**config.mk**
```make
export PLATFORM = sky130hd
export DESIGN_NAME = dac_tx_top
export DESIGN_NICKNAME = d
export VERILOG_FILES = /design/src/hdl/tx_pkg.sv /design/src/hdl/dac_tx_top.sv /design/src/hdl/data_out.sv /design/src/hdl/tx_fifo.sv /design/src/hdl/tx_framer.sv
export VERILOG_INCLUDE_DIRS = /design/src /design/src/hdl
export SDC_FILE = /design/constraint.sdc
export NUM_CORES = 1
export LEC_CHECK = 0
export CAP_MARGIN = 40
export CELL_PAD_IN_SITES_DETAIL_PLACEMENT = 0
export CELL_PAD_IN_SITES_GLOBAL_PLACEMENT = 1
export CORE_MARGIN = 8
export CORE_UTILIZATION = 30
export DETAILED_ROUTE_END_ITERATION = 8
export DONT_BUFFER_PORTS = 1
export GPL_TIMING_DRIVEN = 0
export PLACE_DENSITY_LB_ADDON = 0.1
export SETUP_SLACK_MARGIN = 0.3
export SLEW_MARGIN = 40
export SYNTH_ARGS = -nofsm -noshare
export SYNTH_HDL_FRONTEND = slang
export SYNTH_HIERARCHICAL = 1
export SYNTH_SLANG_ARGS = --single-unit
export TNS_END_PERCENT = 30
```
**constraint.sdc**
```tcl
create_clock -name clk -period 4.05 [get_ports clk]
set_input_delay 0.405 -clock clk [delete_from_list [all_inputs] [get_ports clk]]
set_output_delay 0.405 -clock clk [all_outputs]
set_load 0.05 [all_outputs]
```
**src/hdl/tx_settings.svh**
```systemverilog
// lane count, buffer depth and training sequence macros for the LVDS transmit path
`ifndef TX_SETTINGS_SVH
`define TX_SETTINGS_SVH

//////////////////////////////////////////////////////////////////////
// physical lanes
//////////////////////////////////////////////////////////////////////

// data lanes per half cycle, a sample word is twice this
`define TX_LANES 8

//////////////////////////////////////////////////////////////////////
// flow control and link bring-up
//////////////////////////////////////////////////////////////////////

// buffer entries, also the credits the sender starts with
`define TX_FIFO_DEPTH 8

// cycles of training after reset
`define TX_TRAIN_LEN 16

// rising half value, falling half carries the complement
`define TX_TRAIN_PATTERN 8'hA5

`endif

```
**src/hdl/tx_pkg.sv**
```systemverilog
// framer state enum and sample word / lane half types
`include "tx_settings.svh"

package tx_pkg;

  //////////////////////////////////////////////////////////////////////
  // framer states
  //////////////////////////////////////////////////////////////////////

  typedef enum logic [1:0] {
    ST_TRAIN,
    ST_IDLE,
    ST_DATA
  } tx_state_t;

  //////////////////////////////////////////////////////////////////////
  // data words
  //////////////////////////////////////////////////////////////////////

  // upper half goes out on the rising half cycle, lower half on the falling
  typedef logic [2*`TX_LANES-1:0] sample_t;

  // one half cycle across the data lanes
  typedef logic [`TX_LANES-1:0] lane_t;

endpackage

```
**src/hdl/dac_tx_top.sv**
```systemverilog
// transmit top level with buffer, framer and data and frame output stages
`timescale 1ns/1ns
`include "tx_settings.svh"

module dac_tx_top import tx_pkg::*; (
  input  logic    clk,
  input  logic    rst,
  input  logic    in_valid,
  input  sample_t in_data,
  output logic    credit,
  output lane_t   dout_p,
  output lane_t   dout_n,
  output logic    frame_p,
  output logic    frame_n
);

  logic    fifo_valid;
  sample_t fifo_data;
  logic    fifo_pop;
  lane_t   rise_lanes;
  lane_t   fall_lanes;
  logic    frame_rise;
  logic    frame_fall;

  //////////////////////////////////////////////////////////////////////
  // buffering and framing
  //////////////////////////////////////////////////////////////////////

  tx_fifo u_fifo (
    .clk        (clk),
    .rst        (rst),
    .in_valid   (in_valid),
    .in_data    (in_data),
    .credit     (credit),
    .fifo_valid (fifo_valid),
    .fifo_data  (fifo_data),
    .fifo_pop   (fifo_pop)
  );

  tx_framer u_framer (
    .clk        (clk),
    .rst        (rst),
    .fifo_valid (fifo_valid),
    .fifo_data  (fifo_data),
    .fifo_pop   (fifo_pop),
    .rise_lanes (rise_lanes),
    .fall_lanes (fall_lanes),
    .frame_rise (frame_rise),
    .frame_fall (frame_fall)
  );

  //////////////////////////////////////////////////////////////////////
  // DDR LVDS outputs
  //////////////////////////////////////////////////////////////////////

  data_out #(
    .SIGNAL_TYPE ("LVDS"),
    .DATA_WIDTH  (`TX_LANES),
    .DATA_RATE   (2)
  ) u_data_out (
    .clk    (clk),
    .rst    (rst),
    .dout   (rise_lanes),
    .dout_2 (fall_lanes),
    .dout_p (dout_p),
    .dout_n (dout_n)
  );

  // single lane marking valid words
  data_out #(
    .SIGNAL_TYPE ("LVDS"),
    .DATA_WIDTH  (1),
    .DATA_RATE   (2)
  ) u_frame_out (
    .clk    (clk),
    .rst    (rst),
    .dout   (frame_rise),
    .dout_2 (frame_fall),
    .dout_p (frame_p),
    .dout_n (frame_n)
  );

endmodule

```
**src/hdl/data_out.sv**
```systemverilog
// output register stage with pass-through, SDR or DDR and CMOS or LVDS output
`timescale 1ns/1ns

module data_out #(
  parameter string SIGNAL_TYPE = "CMOS",
  parameter int    DATA_WIDTH  = 1,
  parameter int    DATA_RATE   = 0
) (
  input  logic                  clk,
  input  logic                  rst,
  input  logic [DATA_WIDTH-1:0] dout,
  input  logic [DATA_WIDTH-1:0] dout_2,
  output logic [DATA_WIDTH-1:0] dout_p,
  output logic [DATA_WIDTH-1:0] dout_n
);

  logic [DATA_WIDTH-1:0] dout_ddr;

  //////////////////////////////////////////////////////////////////////
  // rate stage
  //////////////////////////////////////////////////////////////////////

  generate
    if (DATA_RATE == 2) begin : g_ddr
      logic [DATA_WIDTH-1:0] d1_q;
      logic [DATA_WIDTH-1:0] d2_q;

      // both halves captured on the same rising edge
      always_ff @(posedge clk or posedge rst) begin
        if (rst) begin
          d1_q <= '0;
          d2_q <= '0;
        end else begin
          d1_q <= dout;
          d2_q <= dout_2;
        end
      end

      // first half while clk high, second half while low
      assign dout_ddr = clk ? d1_q : d2_q;
    end else if (DATA_RATE == 1) begin : g_sdr
      logic [DATA_WIDTH-1:0] dout_q;

      always_ff @(posedge clk or posedge rst) begin
        if (rst) begin
          dout_q <= '0;
        end else begin
          dout_q <= dout;
        end
      end

      assign dout_ddr = dout_q;
    end else begin : g_pass
      assign dout_ddr = dout;
    end
  endgenerate

  //////////////////////////////////////////////////////////////////////
  // output buffer
  //////////////////////////////////////////////////////////////////////

  generate
    if (SIGNAL_TYPE == "LVDS") begin : g_lvds
      assign dout_p = dout_ddr;
      assign dout_n = ~dout_ddr;
    end else begin : g_cmos
      // single ended, no complement lane
      assign dout_p = dout_ddr;
      assign dout_n = '0;
    end
  endgenerate

endmodule

```
**src/hdl/tx_fifo.sv**
```systemverilog
// sample buffer with push input, pop output and per-pop credit return
`timescale 1ns/1ns
`include "tx_settings.svh"

module tx_fifo import tx_pkg::*; (
  input  logic    clk,
  input  logic    rst,
  input  logic    in_valid,
  input  sample_t in_data,
  output logic    credit,
  output logic    fifo_valid,
  output sample_t fifo_data,
  input  logic    fifo_pop
);

  localparam int DEPTH = `TX_FIFO_DEPTH;
  localparam int PTR_W = (DEPTH > 1) ? $clog2(DEPTH) : 1;
  localparam int CNT_W = $clog2(DEPTH + 1);
  localparam logic [PTR_W-1:0] PTR_LAST = PTR_W'(DEPTH - 1);

  sample_t          mem [DEPTH];
  logic [PTR_W-1:0] wr_ptr;
  logic [PTR_W-1:0] rd_ptr;
  logic [CNT_W-1:0] count;
  logic             pop;

  // a pop on an empty buffer is ignored
  assign pop = fifo_pop && fifo_valid;

  assign fifo_valid = (count != '0);
  assign fifo_data  = mem[rd_ptr];

  //////////////////////////////////////////////////////////////////////
  // storage
  //////////////////////////////////////////////////////////////////////

  always_ff @(posedge clk) begin
    if (in_valid) begin
      mem[wr_ptr] <= in_data;
    end
  end

  //////////////////////////////////////////////////////////////////////
  // pointers and occupancy
  //////////////////////////////////////////////////////////////////////

  always_ff @(posedge clk or posedge rst) begin
    if (rst) begin
      wr_ptr <= '0;
      rd_ptr <= '0;
      count  <= '0;
    end else begin
      if (in_valid) begin
        wr_ptr <= (wr_ptr == PTR_LAST) ? '0 : wr_ptr + 1'b1;
      end
      if (pop) begin
        rd_ptr <= (rd_ptr == PTR_LAST) ? '0 : rd_ptr + 1'b1;
      end
      // simultaneous push and pop leaves the count alone
      case ({in_valid, pop})
        2'b10:   count <= count + 1'b1;
        2'b01:   count <= count - 1'b1;
        default: count <= count;
      endcase
    end
  end

  // one credit back per freed entry, a cycle after the pop
  always_ff @(posedge clk or posedge rst) begin
    if (rst) begin
      credit <= 1'b0;
    end else begin
      credit <= pop;
    end
  end

endmodule

```
**src/hdl/tx_framer.sv**
```systemverilog
// training, idle and data FSM producing lane halves and the frame lane
`timescale 1ns/1ns
`include "tx_settings.svh"

module tx_framer import tx_pkg::*; (
  input  logic    clk,
  input  logic    rst,
  input  logic    fifo_valid,
  input  sample_t fifo_data,
  output logic    fifo_pop,
  output lane_t   rise_lanes,
  output lane_t   fall_lanes,
  output logic    frame_rise,
  output logic    frame_fall
);

  localparam int LANES = `TX_LANES;
  localparam int TRAIN_LEN = `TX_TRAIN_LEN;
  localparam int CNT_W = (TRAIN_LEN > 1) ? $clog2(TRAIN_LEN) : 1;
  localparam logic [CNT_W-1:0] TRAIN_LAST = CNT_W'(TRAIN_LEN - 1);
  localparam lane_t TRAIN_PAT = lane_t'(`TX_TRAIN_PATTERN);

  tx_state_t        state;
  logic [CNT_W-1:0] train_cnt;

  // take a word whenever one is waiting and training is done
  assign fifo_pop = (state != ST_TRAIN) && fifo_valid;

  // the rising frame half is high exactly while a word sits in the lane registers
  assign frame_rise = (state == ST_DATA);

  //////////////////////////////////////////////////////////////////////
  // state and training counter
  //////////////////////////////////////////////////////////////////////

  // state tracks what the output registers currently hold
  always_ff @(posedge clk or posedge rst) begin
    if (rst) begin
      state     <= ST_TRAIN;
      train_cnt <= '0;
    end else begin
      case (state)
        ST_TRAIN: begin
          train_cnt <= train_cnt + 1'b1;
          if (train_cnt == TRAIN_LAST) begin
            state <= ST_IDLE;
          end
        end
        ST_IDLE, ST_DATA: begin
          state <= fifo_valid ? ST_DATA : ST_IDLE;
        end
        default: begin
          state <= ST_TRAIN;
        end
      endcase
    end
  end

  //////////////////////////////////////////////////////////////////////
  // lane halves and frame marker
  //////////////////////////////////////////////////////////////////////

  always_ff @(posedge clk or posedge rst) begin
    if (rst) begin
      rise_lanes <= '0;
      fall_lanes <= '0;
      frame_fall <= 1'b0;
    end else if (state == ST_TRAIN) begin
      // pattern on rise, complement on fall
      rise_lanes <= TRAIN_PAT;
      fall_lanes <= ~TRAIN_PAT;
      frame_fall <= 1'b0;
    end else if (fifo_pop) begin
      rise_lanes <= fifo_data[2*LANES-1:LANES];
      fall_lanes <= fifo_data[LANES-1:0];
      frame_fall <= 1'b0;
    end else begin
      // idle word
      rise_lanes <= '0;
      fall_lanes <= '0;
      frame_fall <= 1'b0;
    end
  end

endmodule

```
==> run summary <==
Synth unique cells -> 42
Nature of the critical path endpoint -> output port
Post-synthesis cell area -> 0.00719 mm^2
Finish-stage setup viols -> 16
# port buffers -> 0
Min-delay src -> in_valid
Max VDD drop -> 0.611 mV
Die W -> 171 um
Number of global-route vias before repair -> 3970
Total power -> 0.00815 W
Vias -> 3436
Syn Inst Count -> 359
Initial antenna violation count -> 1
Nets -> 459
Largest net degree at the start of global routing -> 23
Min-delay worst type -> input pin to register
Gr usage total -> 11.6%
Io pins -> 38
Slew Viols, Final -> 0
Violated checks -> negative setup slack
Antenna Cells -> 0
Clk pin slew, worst setup/hold paths -> 0.07 ns
DRC violations left -> 0
PwrDens -> 893 mW/mm^2
Die height -> 171 um
Dpl ws -> 0.570 ns
Slowest-stage cell, CP -> mux2i_4
Worst path arrival time -> 4.04 ns
Crit Path Max Fanout -> 6
Mean routed wirelength per cell -> 19.6 um
Share of cells above drive strength 1 -> 32.2%
Non-Filler Instances -> 763
Total iterations of the first detailed-routing run -> 4
Gpl congestion -> 0.662
Worst EP required -> 3.64 ns
Register area -> 0.00512 mm^2
R2R Path Start -> u_fifo/count[0]$_DFFE_PP0P_
Worst path max stage delay -> 0.41 ns
Routed Antenna Nets -> 0
Placed cell count -> 690
Crit path top cell by count -> clkbuf_16
Final hold violation count -> 0
Reg2Reg Capture Point -> u_fifo/count[3]$_DFFE_PP0P_
Ys Warns -> 6
Filler cell count -> 2133
Site row count -> 56
CTS tree -> yes
Synthesized net count -> 390
Outcome -> finished, violations left
1st-iter DRT viols -> 164
Vias per inst -> 4.50
Yosys reg bits -> 179
Register area share after synthesis -> 71.2%
Core area -> 0.0235 mm^2
Final HPWL DP -> 10.1 mm
Area of the multi-input gates -> 0.00207 mm^2
Slew margin rel. -> 54.2%
Max Cap Violations -> 0
RSZ-0062 raised after global routing -> yes
Worst Hold Path EP -> u_fifo/wr_ptr[1]$_DFFE_PP0P_
Cell count of the worst reg-to-reg path -> 9
First-pass GRT wire length -> 23.3 mm
Routed Wire Length -> 15.0 mm
Worst Tran Pin Value -> 0.687 ns
Die area -> 0.0292 mm^2
Worst Hold Depth -> 1
Mean post-synth cell area -> 20.0 um^2
Crit Path Category -> clock port to output port
Worst Skew -> 0.0124 ns
Worst-Skew Late Latency -> 0.54 ns
Critical path, cell by cell -> clkbuf_16 -> clkbuf_16 -> clkbuf_16 -> clkbuf_16 -> clkbuf_16 -> clkbuf_16 -> buf_6 -> clkbuf_16 -> clkbuf_16 -> buf_12 -> clkbuf_16 -> clkbuf_16 -> mux2i_4
Starting Density -> 30.6%
CP Launch Type -> clock port
Hold_ws -> 0.0305 ns
R2r setup slk -> 1.16 ns
Total grt overflow -> 0
Area delta synth->final -> 26.9%
Leak Pwr -> 3.36 nW
Final WS setup -> -0.392 ns
==> per-stage QoR <==
| stage | TNS, ns | utilization [%] | instance area [um^2] |
|---|---|---|---|
| after floorplan | 0 | - | 7190 |
| after global placement | 0 | 32.3 | 7590 |
| after detailed placement | 0 | 33.2 | 7800 |
| after CTS | -4.66 | 38.8 | 9110 |
| after global routing | -4.96 | 38.9 | 9120 |
| final | -4.28 | 38.9 | 9120 |
==> state kept, by name (all words and copies together) (netlist names) <==
signal,count
u_fifo/credit,1
u_fifo/count,4
u_frame_out/g_ddr.d2_q,1
u_data_out/g_ddr.d2_q,8
u_framer/fall_lanes,8
u_fifo/wr_ptr,3
u_framer/rise_lanes,8
u_framer/train_cnt,4
u_fifo/rd_ptr,3
u_framer/state,2
u_data_out/g_ddr.d1_q,8
u_fifo/mem,128
u_frame_out/g_ddr.d1_q,1
==> layout make-up <==
type                    count  share of cell area (%)
multi-input cells         152                    22.7
clock inverters            18                    1.99
well taps                 319                    4.38
inverters                  10                   0.411
flip-flops and latches    179                    56.1
clock buffers              37                    9.04
repair buffers             30                    3.73
plain buffers              18                    1.60
==> power breakdown <==
| group | internal [W] | switching [W] |
|---|---|---|
| Sequential | 0.00236 | 0.000227 |
| Combinational | 0.000875 | 0.000913 |
| Clock | 0.00199 | 0.00178 |
==> cell usage in the layout (no fill, tap or decap), types with 8 or more instances in the layout <==
cell type and count:
edfxtp_1 128, dfrtp_1 51, clkbuf_16 31, mux4_1 23, mux2_2 20, dlygate4sd3_1 18, buf_4 12, ha_1 12
mux2_4 9, mux2i_4 9, inv_1 9, mux4_2 9, buf_6 8, a21o_1 8, and2_1 8
==> timing repair <==
item	CTS	global route
hold endpoints to repair	180	0
hold buffers	18	0
pin swaps	0	0
gates resized for setup	24	1
gates cloned	0	0
endpoints found under the setup margin	17	18
setup buffers	5	1
==> Yosys cell counts (all sizes together) <==
cell type / instances / area, um^2
a2111oi: 1 / 8.76
nor2: 7 / 26.3
or4: 2 / 15.0
mux4: 32 / 807
nand3b: 2 / 15.0
or4b: 1 / 10.0
inv: 10 / 37.5
nand4: 1 / 6.26
and2: 8 / 50.1
xnor2: 4 / 35.0
o21bai: 1 / 7.51
or3b: 1 / 8.76
nor2b: 4 / 40.0
xor2: 2 / 17.5
o41ai: 2 / 36.3
mux2: 30 / 349
nor3: 3 / 15.0
nand2: 6 / 22.5
edfxtp: 128 / 3840
ha: 12 / 150
mux2i: 12 / 120
o221ai: 1 / 8.76
conb: 1 / 3.75
nand2b: 4 / 25.0
dfrtp: 51 / 1280
buf: 15 / 135
a21o: 10 / 77.6
o21ai: 2 / 10.0
nand3: 1 / 5.00
clkbuf: 3 / 11.3
o21a: 1 / 7.51
a21oi: 1 / 5.00
==> logic make-up after synthesis <==
group	synth area share, %
buf+inv	2.56
other cells	0.0522
flops	71.2
compound gates	2.25
simple gates	3.33
xor+xnor	0.731
fa+ha+maj	2.09
mux	17.8
==> worst max path at each step <==
stage,from,end,slack [ns],cells past startpoint
3_5_place_dp,clk,dout_n[0],0.57,3
6_report,clk,dout_n[1],-0.39,13
4_1_cts,clk,dout_n[4],-0.42,13
5_1_grt,clk,dout_n[5],-0.44,13
3_3_place_gp,u_fifo/wr_ptr[0]$_DFFE_PP0P_,u_fifo/mem[0][5]$_DFFE_PP_,0.53,2
2_1_floorplan,clk,dout_n[0],0.57,3
==> layer usage <==
metal  wire, um  track usage, %
met5         13               0
met4        333            8.70
met3        779            4.38
met2       7450            17.5
met1       6400            13.2
==> critical path, delay by kind of cell <==
family   cells  cell delay, ns
mux          1            0.41
buf+inv     12            1.58
Note: power is estimated with default switching activity, not from simulation.
